### config.mk
export PLATFORM = sky130hd
export DESIGN_NAME = sdn_switch
export DESIGN_NICKNAME = d
export VERILOG_FILES = /design/src/switch_pkg.sv /design/src/input_arbiter.sv /design/src/packet_buffer.sv /design/src/mac_lookup.sv /design/src/egress_demux.sv /design/src/sdn_switch.sv
export SDC_FILE = /design/constraint.sdc
export NUM_CORES = 2
export LEC_CHECK = 0
export ABC_AREA = 0
export BUFFER_PORTS_ARGS = -buffer_cell sky130_fd_sc_hd__buf_4
export CORE_AREA = 2 2 517 519
export CTS_CLUSTER_DIAMETER = 100
export DETAILED_ROUTE_END_ITERATION = 8
export DIE_AREA = 0 0 519 521
export PLACE_DENSITY_LB_ADDON = 0.1
export SLEW_MARGIN = 15
export SYNTH_ARGS = -nofsm -noshare
export SYNTH_HDL_FRONTEND = slang
export SYNTH_SLANG_ARGS = --single-unit
### constraint.sdc
create_clock -name clk -period 7.17 [get_ports clk]
set_input_delay 0.3585 -clock clk [delete_from_list [all_inputs] [get_ports clk]]
set_output_delay 0.3585 -clock clk [all_outputs]
set_load 0.01 [all_outputs]
### src/switch_pkg.sv
package switch_pkg;

   // ----------------------------------------
   // Datapath widths
   // ----------------------------------------
   localparam int data_width = 64;
   localparam int ctrl_width = 8;
   localparam int num_ports  = 4;
   localparam int port_bits  = 2;
   localparam int mac_width  = 48;

   // ----------------------------------------
   // Storage depths
   // ----------------------------------------
   localparam int table_entries  = 8;
   localparam int table_bits     = 3;
   localparam int buffer_depth   = 32;
   localparam int buffer_bits    = 5;
   localparam int decision_depth = 4;

   // One 64-bit header word read as packet word 0 or word 1
   typedef union packed {
      // Word 0
      struct packed {
         logic [mac_width-1:0] dst_mac;
         logic [15:0]          src_hi;
      } hdr0;
      // Word 1 carries an ethertype the switch ignores
      struct packed {
         logic [31:0] src_lo;
         logic [15:0] ethertype;
         logic [15:0] unused;
      } hdr1;
   } hdr_word_t;

endpackage

### src/input_arbiter.sv
`timescale 1ns/1ps

module input_arbiter (
   input  logic                                clk,
   input  logic                                reset,
   input  logic [switch_pkg::data_width-1:0]   in_data_0,
   input  logic [switch_pkg::ctrl_width-1:0]   in_ctrl_0,
   input  logic                                in_wr_0,
   output logic                                in_rdy_0,
   input  logic [switch_pkg::data_width-1:0]   in_data_1,
   input  logic [switch_pkg::ctrl_width-1:0]   in_ctrl_1,
   input  logic                                in_wr_1,
   output logic                                in_rdy_1,
   input  logic [switch_pkg::data_width-1:0]   in_data_2,
   input  logic [switch_pkg::ctrl_width-1:0]   in_ctrl_2,
   input  logic                                in_wr_2,
   output logic                                in_rdy_2,
   input  logic [switch_pkg::data_width-1:0]   in_data_3,
   input  logic [switch_pkg::ctrl_width-1:0]   in_ctrl_3,
   input  logic                                in_wr_3,
   output logic                                in_rdy_3,
   input  logic                                buf_rdy,
   input  logic                                lut_rdy,
   output logic                                arb_wr,
   output logic [switch_pkg::data_width-1:0]   arb_data,
   output logic [switch_pkg::ctrl_width-1:0]   arb_ctrl,
   output logic [switch_pkg::port_bits-1:0]    arb_port
);

   logic [switch_pkg::data_width-1:0] data_sel [switch_pkg::num_ports];
   logic [switch_pkg::ctrl_width-1:0] ctrl_sel [switch_pkg::num_ports];
   logic [switch_pkg::num_ports-1:0]  req;
   logic [switch_pkg::num_ports-1:0]  rdy_vec;
   logic [switch_pkg::port_bits-1:0]  grant;
   logic [switch_pkg::port_bits-1:0]  cand;
   logic [switch_pkg::port_bits-1:0]  next_grant;
   logic                              found;
   logic                              in_pkt;
   logic                              xfer;

   assign data_sel[0] = in_data_0;
   assign data_sel[1] = in_data_1;
   assign data_sel[2] = in_data_2;
   assign data_sel[3] = in_data_3;
   assign ctrl_sel[0] = in_ctrl_0;
   assign ctrl_sel[1] = in_ctrl_1;
   assign ctrl_sel[2] = in_ctrl_2;
   assign ctrl_sel[3] = in_ctrl_3;
   assign req         = {in_wr_3, in_wr_2, in_wr_1, in_wr_0};

   // Search upward from the port after the last grant, wrapping round to it
   always_comb begin
      next_grant = grant;
      found      = 1'b0;
      cand       = grant;
      for (int i = 1; i <= switch_pkg::num_ports; i++) begin
         cand = grant + (switch_pkg::port_bits)'(i);
         if (!found && req[cand]) begin
            next_grant = cand;
            found      = 1'b1;
         end
      end
   end

   // Grant is held from the first word to the last
   always_ff @(posedge clk) begin
      if (reset) begin
         grant  <= '0;
         in_pkt <= 1'b0;
      end else if (!in_pkt) begin
         if (found) begin
            grant  <= next_grant;
            in_pkt <= 1'b1;
         end
      end else if (xfer && arb_ctrl != '0) begin
         in_pkt <= 1'b0;
      end
   end

   assign arb_wr   = in_pkt && req[grant];
   assign arb_data = data_sel[grant];
   assign arb_ctrl = ctrl_sel[grant];
   assign arb_port = grant;
   assign xfer     = arb_wr && buf_rdy && lut_rdy;

   always_comb begin
      rdy_vec        = '0;
      rdy_vec[grant] = in_pkt && buf_rdy && lut_rdy;
   end

   assign in_rdy_0 = rdy_vec[0];
   assign in_rdy_1 = rdy_vec[1];
   assign in_rdy_2 = rdy_vec[2];
   assign in_rdy_3 = rdy_vec[3];

endmodule

### src/packet_buffer.sv
`timescale 1ns/1ps

module packet_buffer (
   input  logic                              clk,
   input  logic                              reset,
   input  logic [switch_pkg::data_width-1:0] arb_data,
   input  logic [switch_pkg::ctrl_width-1:0] arb_ctrl,
   input  logic                              arb_wr,
   input  logic                              lut_rdy,
   input  logic                              buf_rd,
   output logic                              buf_rdy,
   output logic                              buf_wr,
   output logic [switch_pkg::data_width-1:0] buf_data,
   output logic [switch_pkg::ctrl_width-1:0] buf_ctrl
);

   logic [switch_pkg::ctrl_width+switch_pkg::data_width-1:0] mem [switch_pkg::buffer_depth];
   logic [switch_pkg::buffer_bits-1:0] wr_ptr;
   logic [switch_pkg::buffer_bits-1:0] rd_ptr;
   logic [switch_pkg::buffer_bits:0]   count;
   logic                               push;
   logic                               pop;

   // Push only when the lookup takes the same word
   assign push = arb_wr && buf_rdy && lut_rdy;
   assign pop  = buf_rd && buf_wr;

   always_ff @(posedge clk) begin
      if (push) begin
         mem[wr_ptr] <= {arb_ctrl, arb_data};
      end
   end

   always_ff @(posedge clk) begin
      if (reset) begin
         wr_ptr <= '0;
         rd_ptr <= '0;
         count  <= '0;
      end else begin
         if (push) begin
            wr_ptr <= wr_ptr + (switch_pkg::buffer_bits)'(1);
         end
         if (pop) begin
            rd_ptr <= rd_ptr + (switch_pkg::buffer_bits)'(1);
         end
         case ({push, pop})
            2'b10:   count <= count + (switch_pkg::buffer_bits + 1)'(1);
            2'b01:   count <= count - (switch_pkg::buffer_bits + 1)'(1);
            default: count <= count;
         endcase
      end
   end

   assign buf_rdy              = count != (switch_pkg::buffer_bits + 1)'(switch_pkg::buffer_depth);
   assign buf_wr               = count != '0;
   assign {buf_ctrl, buf_data} = mem[rd_ptr];

endmodule

### src/mac_lookup.sv
`timescale 1ns/1ps

module mac_lookup (
   input  logic                              clk,
   input  logic                              reset,
   input  logic [switch_pkg::data_width-1:0] arb_data,
   input  logic [switch_pkg::port_bits-1:0]  arb_port,
   input  logic                              arb_wr,
   input  logic [switch_pkg::ctrl_width-1:0] arb_ctrl,
   input  logic                              buf_rdy,
   input  logic                              dec_rd,
   output logic                              lut_rdy,
   output logic                              dec_wr,
   output logic [switch_pkg::num_ports-1:0]  dec_mask
);

   switch_pkg::hdr_word_t              hdr;
   logic                               xfer;
   logic [1:0]                         word_pos;
   logic                               lookup_pend;
   logic [switch_pkg::mac_width-1:0]   dst_mac;
   logic [15:0]                        src_hi;
   logic [31:0]                        src_lo;
   logic [switch_pkg::mac_width-1:0]   src_mac;
   logic [switch_pkg::port_bits-1:0]   src_port;

   logic [switch_pkg::table_entries-1:0] tbl_valid;
   logic [switch_pkg::mac_width-1:0]     tbl_mac [switch_pkg::table_entries];
   logic [switch_pkg::port_bits-1:0]     tbl_port [switch_pkg::table_entries];
   logic [switch_pkg::table_bits-1:0]    rr_ptr;
   logic                                 dst_hit;
   logic [switch_pkg::port_bits-1:0]     dst_port;
   logic                                 src_hit;
   logic [switch_pkg::table_bits-1:0]    src_idx;
   logic [switch_pkg::num_ports-1:0]     mask;

   logic [switch_pkg::num_ports-1:0]                 dec_mem [switch_pkg::decision_depth];
   logic [$clog2(switch_pkg::decision_depth)-1:0]    dec_wr_ptr;
   logic [$clog2(switch_pkg::decision_depth)-1:0]    dec_rd_ptr;
   logic [$clog2(switch_pkg::decision_depth+1)-1:0]  dec_count;
   logic                                             dec_pop;

   assign hdr     = arb_data;
   assign xfer    = arb_wr && buf_rdy && lut_rdy;
   assign src_mac = {src_hi, src_lo};

   // ----------------------------------------
   // Header capture
   // ----------------------------------------
   always_ff @(posedge clk) begin
      if (reset) begin
         word_pos    <= 2'd0;
         lookup_pend <= 1'b0;
      end else begin
         lookup_pend <= xfer && word_pos == 2'd1;
         if (xfer) begin
            if (arb_ctrl != '0) begin
               word_pos <= 2'd0;
            end else if (word_pos != 2'd2) begin
               word_pos <= word_pos + 2'd1;
            end
         end
      end
   end

   always_ff @(posedge clk) begin
      if (xfer && word_pos == 2'd0) begin
         dst_mac <= hdr.hdr0.dst_mac;
         src_hi  <= hdr.hdr0.src_hi;
      end
      if (xfer && word_pos == 2'd1) begin
         src_lo   <= hdr.hdr1.src_lo;
         src_port <= arb_port;
      end
   end

   // ----------------------------------------
   // Table search and learning
   // ----------------------------------------
   always_comb begin
      dst_hit  = 1'b0;
      dst_port = '0;
      src_hit  = 1'b0;
      src_idx  = '0;
      for (int i = 0; i < switch_pkg::table_entries; i++) begin
         if (tbl_valid[i] && tbl_mac[i] == dst_mac) begin
            dst_hit  = 1'b1;
            dst_port = tbl_port[i];
         end
         if (tbl_valid[i] && tbl_mac[i] == src_mac) begin
            src_hit = 1'b1;
            src_idx = (switch_pkg::table_bits)'(i);
         end
      end
   end

   // Flood on miss, filter when the destination sits on the arrival port
   always_comb begin
      if (!dst_hit) begin
         mask = ~((switch_pkg::num_ports)'(1) << src_port);
      end else if (dst_port == src_port) begin
         mask = '0;
      end else begin
         mask = (switch_pkg::num_ports)'(1) << dst_port;
      end
   end

   always_ff @(posedge clk) begin
      if (reset) begin
         tbl_valid <= '0;
         rr_ptr    <= '0;
      end else if (lookup_pend && !src_hit) begin
         tbl_valid[rr_ptr] <= 1'b1;
         rr_ptr            <= rr_ptr + (switch_pkg::table_bits)'(1);
      end
   end

   always_ff @(posedge clk) begin
      if (lookup_pend) begin
         if (src_hit) begin
            tbl_port[src_idx] <= src_port;
         end else begin
            tbl_mac[rr_ptr]  <= src_mac;
            tbl_port[rr_ptr] <= src_port;
         end
      end
   end

   // ----------------------------------------
   // Decision FIFO
   // ----------------------------------------
   assign dec_pop = dec_rd && dec_wr;

   always_ff @(posedge clk) begin
      if (lookup_pend) begin
         dec_mem[dec_wr_ptr] <= mask;
      end
   end

   always_ff @(posedge clk) begin
      if (reset) begin
         dec_wr_ptr <= '0;
         dec_rd_ptr <= '0;
         dec_count  <= '0;
      end else begin
         if (lookup_pend) begin
            dec_wr_ptr <= dec_wr_ptr + 1'b1;
         end
         if (dec_pop) begin
            dec_rd_ptr <= dec_rd_ptr + 1'b1;
         end
         if (lookup_pend && !dec_pop) begin
            dec_count <= dec_count + 1'b1;
         end else if (!lookup_pend && dec_pop) begin
            dec_count <= dec_count - 1'b1;
         end
      end
   end

   assign lut_rdy  = dec_count != ($clog2(switch_pkg::decision_depth+1))'(switch_pkg::decision_depth);
   assign dec_wr   = dec_count != '0;
   assign dec_mask = dec_mem[dec_rd_ptr];

endmodule

### src/egress_demux.sv
`timescale 1ns/1ps

module egress_demux (
   input  logic                              clk,
   input  logic                              reset,
   input  logic [switch_pkg::data_width-1:0] buf_data,
   input  logic [switch_pkg::ctrl_width-1:0] buf_ctrl,
   input  logic                              buf_wr,
   input  logic [switch_pkg::num_ports-1:0]  dec_mask,
   input  logic                              dec_wr,
   input  logic                              out_rdy_0,
   input  logic                              out_rdy_1,
   input  logic                              out_rdy_2,
   input  logic                              out_rdy_3,
   output logic                              buf_rd,
   output logic                              dec_rd,
   output logic [switch_pkg::data_width-1:0] out_data_0,
   output logic [switch_pkg::ctrl_width-1:0] out_ctrl_0,
   output logic                              out_wr_0,
   output logic [switch_pkg::data_width-1:0] out_data_1,
   output logic [switch_pkg::ctrl_width-1:0] out_ctrl_1,
   output logic                              out_wr_1,
   output logic [switch_pkg::data_width-1:0] out_data_2,
   output logic [switch_pkg::ctrl_width-1:0] out_ctrl_2,
   output logic                              out_wr_2,
   output logic [switch_pkg::data_width-1:0] out_data_3,
   output logic [switch_pkg::ctrl_width-1:0] out_ctrl_3,
   output logic                              out_wr_3
);

   logic                             busy;
   logic [switch_pkg::num_ports-1:0] mask_q;
   logic [switch_pkg::num_ports-1:0] rdy_vec;
   logic                             all_rdy;
   logic                             fire;
   logic                             last;

   assign rdy_vec = {out_rdy_3, out_rdy_2, out_rdy_1, out_rdy_0};

   // Unselected ports never hold a word back; an empty mask always drains
   assign all_rdy = &(rdy_vec | ~mask_q);
   assign fire    = busy && buf_wr && all_rdy;
   assign last    = buf_ctrl != '0;
   assign buf_rd  = fire;
   assign dec_rd  = fire && last;

   // Start a packet once both its first word and its decision are present
   always_ff @(posedge clk) begin
      if (reset) begin
         busy <= 1'b0;
      end else if (!busy) begin
         if (buf_wr && dec_wr) begin
            busy <= 1'b1;
         end
      end else if (fire && last) begin
         busy <= 1'b0;
      end
   end

   // Mask held for the whole packet
   always_ff @(posedge clk) begin
      if (!busy && buf_wr && dec_wr) begin
         mask_q <= dec_mask;
      end
   end

   // ----------------------------------------
   // Output ports
   // ----------------------------------------
   assign out_data_0 = buf_data;
   assign out_ctrl_0 = buf_ctrl;
   assign out_wr_0   = fire && mask_q[0];
   assign out_data_1 = buf_data;
   assign out_ctrl_1 = buf_ctrl;
   assign out_wr_1   = fire && mask_q[1];
   assign out_data_2 = buf_data;
   assign out_ctrl_2 = buf_ctrl;
   assign out_wr_2   = fire && mask_q[2];
   assign out_data_3 = buf_data;
   assign out_ctrl_3 = buf_ctrl;
   assign out_wr_3   = fire && mask_q[3];

endmodule

### src/sdn_switch.sv
`timescale 1ns/1ps

module sdn_switch (
   input  logic                              clk,
   input  logic                              reset,
   input  logic [switch_pkg::data_width-1:0] in_data_0,
   input  logic [switch_pkg::ctrl_width-1:0] in_ctrl_0,
   input  logic                              in_wr_0,
   output logic                              in_rdy_0,
   input  logic [switch_pkg::data_width-1:0] in_data_1,
   input  logic [switch_pkg::ctrl_width-1:0] in_ctrl_1,
   input  logic                              in_wr_1,
   output logic                              in_rdy_1,
   input  logic [switch_pkg::data_width-1:0] in_data_2,
   input  logic [switch_pkg::ctrl_width-1:0] in_ctrl_2,
   input  logic                              in_wr_2,
   output logic                              in_rdy_2,
   input  logic [switch_pkg::data_width-1:0] in_data_3,
   input  logic [switch_pkg::ctrl_width-1:0] in_ctrl_3,
   input  logic                              in_wr_3,
   output logic                              in_rdy_3,
   output logic [switch_pkg::data_width-1:0] out_data_0,
   output logic [switch_pkg::ctrl_width-1:0] out_ctrl_0,
   output logic                              out_wr_0,
   input  logic                              out_rdy_0,
   output logic [switch_pkg::data_width-1:0] out_data_1,
   output logic [switch_pkg::ctrl_width-1:0] out_ctrl_1,
   output logic                              out_wr_1,
   input  logic                              out_rdy_1,
   output logic [switch_pkg::data_width-1:0] out_data_2,
   output logic [switch_pkg::ctrl_width-1:0] out_ctrl_2,
   output logic                              out_wr_2,
   input  logic                              out_rdy_2,
   output logic [switch_pkg::data_width-1:0] out_data_3,
   output logic [switch_pkg::ctrl_width-1:0] out_ctrl_3,
   output logic                              out_wr_3,
   input  logic                              out_rdy_3
);

   // Arbiter stream, shared by buffer and lookup
   logic [switch_pkg::data_width-1:0] arb_data;
   logic [switch_pkg::ctrl_width-1:0] arb_ctrl;
   logic [switch_pkg::port_bits-1:0]  arb_port;
   logic                              arb_wr;
   logic                              buf_rdy;
   logic                              lut_rdy;

   // Buffer head
   logic [switch_pkg::data_width-1:0] buf_data;
   logic [switch_pkg::ctrl_width-1:0] buf_ctrl;
   logic                              buf_wr;
   logic                              buf_rd;

   // Forwarding decisions
   logic [switch_pkg::num_ports-1:0]  dec_mask;
   logic                              dec_wr;
   logic                              dec_rd;

   // ----------------------------------------
   // Datapath blocks
   // ----------------------------------------
   input_arbiter u_input_arbiter (.*);
   packet_buffer u_packet_buffer (.*);
   mac_lookup    u_mac_lookup    (.*);
   egress_demux  u_egress_demux  (.*);

endmodule

==> results.json <==
{
  "power_leakage_nw": 42.36,
  "dp_hpwl_mm": 194.5,
  "finalSetupViolCount": 0,
  "synth_ff_type": "edfxtp_1",
  "routed-wl-met3_mm": 27.62,
  "hold_ws_ns": 0.1137,
  "layout_common_cells": "edfxtp_1, mux4_2, buf_4",
  "drc_errors": 0,
  "maxSlewHeadroom_pct": 12.83,
  "clkLatencyLatePin_ns": 0.96,
  "final-hold-violation-count": 0,
  "worst_setup_path_start_kind": "flop",
  "overflow": 0,
  "synth_async_sr_flop_share_pct": 0,
  "vdd_drop_max_uv": 274.0,
  "final_common_cell": "edfxtp_1",
  "crit_slowest_cell": "dfxtp_4",
  "drtPass1Iterations": 6,
  "routed-wl-met2_mm": 169.0,
  "fin_skew_ns": 0.06758,
  "grt_pass1_vias": 61810,
  "ctsLongestPathBuffers": 4,
  "wire_per_inst_microns": 35.20,
  "fin_util_pct": 51.66,
  "post-route-min-period_ns": 5.969,
  "viasPerCell": 6.093,
  "synth_cell_types": 79,
  "grt_start_max_net_pins": 124,
  "num_rows": 189,
  "grt_pass1_wl_mm": 493.5,
  "ys_warn_count": 0,
  "antenna_found_initial": 7,
  "max-cap-violations": 0,
  "cp.arrival_ns": 5.61,
  "fin_nets": 6724,
  "synth_top_area_cell": "edfxtp_1",
  "cts_sinks": 2868,
  "critical_path.endpoint_type": "primary output",
  "fp.dieW_microns": 519,
  "cts-htree-levels": 5,
  "crit_cells": 7,
  "layout-drive-gt1-share_pct": 32.06,
  "synth-seq-cells": 2868,
  "cts.root.buffer_cell": "clkbuf_16",
  "yosysTopAreaCellShare_pct": 71.33,
  "min_period_over_period_pct": 83.24,
  "dieArea_sq_mm": 0.2704,
  "slew_viol_final": 0,
  "cp_common_cell": "buf_4",
  "cts_resized": 0,
  "synth_cells": 5797,
  "p_seq_share_pct": 49.5,
  "status": "complete, no violations",
  "cts_tree": "yes",
  "switching_share_pct": 26.33,
  "core-area_sq_mm": 0.2644,
  "synth_area_sq_mm": 0.1188,
  "reg2reg_to": "u_mac_lookup.dec_count[2]$_SDFFE_PP0P_",
  "die_h_microns": 521,
  "critical_path_class": "flop to primary output",
  "max_freq_mhz": 167.5,
  "synth_edf_count": 2822,
  "path_buf_inv": 4,
  "vias": 61930,
  "avgSynthCellArea_sq_um": 20.49,
  "post_cts_buffers": 0,
  "synth.area.top_cells": "edfxtp_1, mux4_2, xnor2_1",
  "tns_ns": 0,
  "power_frac_comb_pct": 14.7,
  "r2r_cells": 12,
  "ant_nets": 0,
  "clkPwrFrac_pct": 35.8,
  "crit_chain": "buf_4, buf_4, buf_12, mux4_2, mux4_2, mux2_2, buf_4",
  "cts_buffers": 316,
  "track_usage_pct": 26.19,
  "p_int_mw": 31.51,
  "place_area_sq_mm": 0.1270,
  "top_layer": "met4",
  "place.gp.congestion": 0.9403,
  "fin_area_sq_mm": 0.1366,
  "switchingPower_mw": 11.26,
  "wl_met1_mm": 149.1,
  "path_delay_family": "buffers and inverters",
  "hold_path_class": "primary input to flop",
  "path_max_fanout": 108,
  "power-per-cell-area_mw_per_mm2": 313.1,
  "start_util_pct": 44.94,
  "io_pins": 594,
  "critPathCapture": "out_data_2[0]",
  "grt_setup_unrepaired": "false",
  "cp.required_ns": 6.81,
  "syn_nets": 6120,
  "worst_slew_pin_slew_ns": 1.308,
  "drt_iter0_markers": 7532,
  "port_buffers": 593,
  "slowest_delay_ns": 0.87,
  "ff2ff_setup_slack_ns": 2.26,
  "yosysSeqAreaShare_pct": 72.10,
  "finalWirelength_mm": 357.8,
  "clk_pin_slew_ns": 0.05,
  "area_growth_pct": 14.97
}
-- power groups by stage --
stage / registers (mW) / clock network (mW) / logic [mW]
2_1_floorplan: 21.2 / 0 / 3.72
3_3_place_gp: 21.5 / 0 / 6.15
3_5_place_dp: 21.5 / 0 / 6.29
4_1_cts: 21.2 / 15.5 / 6.33
5_1_grt: 21.2 / 16.2 / 6.69
6_report: 21.2 / 15.3 / 6.28
-- stage by stage --
step           power [mW]  setup slack, ns  cells
3_3_place_gp        27.65            2.024   9606
2_1_floorplan       24.89            1.086   5797
4_1_cts             43.04           0.9614  10160
3_5_place_dp        27.80            2.006   9606
6_report            42.77            1.201  10170
5_1_grt             44.05           0.7449  10160
-- state kept, by name, indices dropped and copies added, names as in the netlist, 3 cells and up, named ones only --
register                count
u_egress_demux.mask_q       4
u_mac_lookup.dec_count      3
u_mac_lookup.dec_mem       16
u_mac_lookup.dst_mac       48
u_mac_lookup.rr_ptr         3
u_mac_lookup.src_hi        16
u_mac_lookup.src_lo        32
u_mac_lookup.tbl_mac      384
u_mac_lookup.tbl_port      16
u_mac_lookup.tbl_valid      8
u_packet_buffer.count       6
u_packet_buffer.mem      2304
u_packet_buffer.rd_ptr      5
u_packet_buffer.wr_ptr      5
-- synth_stat cells, types with 8 or more instances --
cell type,count
o22ai_1,8
or4_1,10
edfxtp_1,2822
clkbuf_1,117
ha_1,23
buf_2,153
a21oi_1,23
a2111oi_0,8
mux2_2,71
mux2i_1,12
and2_1,14
mux4_2,799
xnor2_1,397
dfxtp_1,46
nand2b_1,25
buf_1,17
xor2_1,327
nand3_1,28
buf_4,222
nand4_1,138
inv_1,79
nor2_1,111
a221oi_1,10
nor4_1,115
o21ai_0,13
nand2_1,29
nor3_1,25
nor2b_1,29
-- worst min-delay path by stage --
stage | startpoint | to | slack, ns | cells past startpoint
global placement | u_packet_buffer.count[5]$_SDFFE_PP0P_ | u_packet_buffer.count[5]$_SDFFE_PP0P_ | 0.50 | 2
floorplan | u_mac_lookup.tbl_valid[3]$_SDFFE_PP0P_ | u_mac_lookup.tbl_valid[3]$_SDFFE_PP0P_ | 0.45 | 2
detailed placement | u_input_arbiter.in_pkt$_SDFF_PP0_ | u_input_arbiter.arb_port[1]$_SDFFE_PP0P_ | 0.51 | 2
finish | out_rdy_3 | u_packet_buffer.rd_ptr[0]$_SDFFE_PP0P_ | 0.11 | 6
global route | out_rdy_3 | flop | 0.13 | 6
CTS | out_rdy_3 | u_packet_buffer.rd_ptr[0]$_SDFFE_PP0P_ | 0.04 | 6
-- tightest hold or removal path, stage by stage --
cell and delay (ns):
buf_4 0.11, inv_1 0.06, a2111oi_2 0.09, buf_4 0.18, xnor2_1 0.14, nor2_1 0.08
-- kinds of logic after synthesis --
group                    share of synthesized area (%)
multiplexers                                     15.92
AO/OA/AOI/OAI                                   0.7888
buffers and inverters                            2.758
AND/OR/NAND/NOR                                  2.814
adder cells (fa/ha/maj)                         0.2759
XOR/XNOR                                         5.337
flip-flops                                       72.10
-- cell type report --
cell class | instances | area, sq um
Tap cell | 3533 | 4420
Clock buffer | 406 | 8372
Antenna cell | 6 | 15.01
Fill cell | 21100 | 127800
Inverter | 79 | 296.5
Clock inverter | 137 | 1140
Multi-Input combinational cell | 2337 | 30150
Sequential cell | 2868 | 85690
Timing Repair Buffer | 799 | 6499
-- what timing repair did --
item | 4_1_cts | 5_1_grt
hold endpoints to repair | 43 | 0
hold buffers | 10 | 0
endpoints found under the setup margin | 0 | 0
-- per-layer routing --
metal,GRT usage (%),vias to the layer above
li1,-,24650
met5,0,-
met1,37.74,33730
met4,8.369,0
met2,41.62,2998
met3,3.525,556
(Power assumes the default switching activity.)
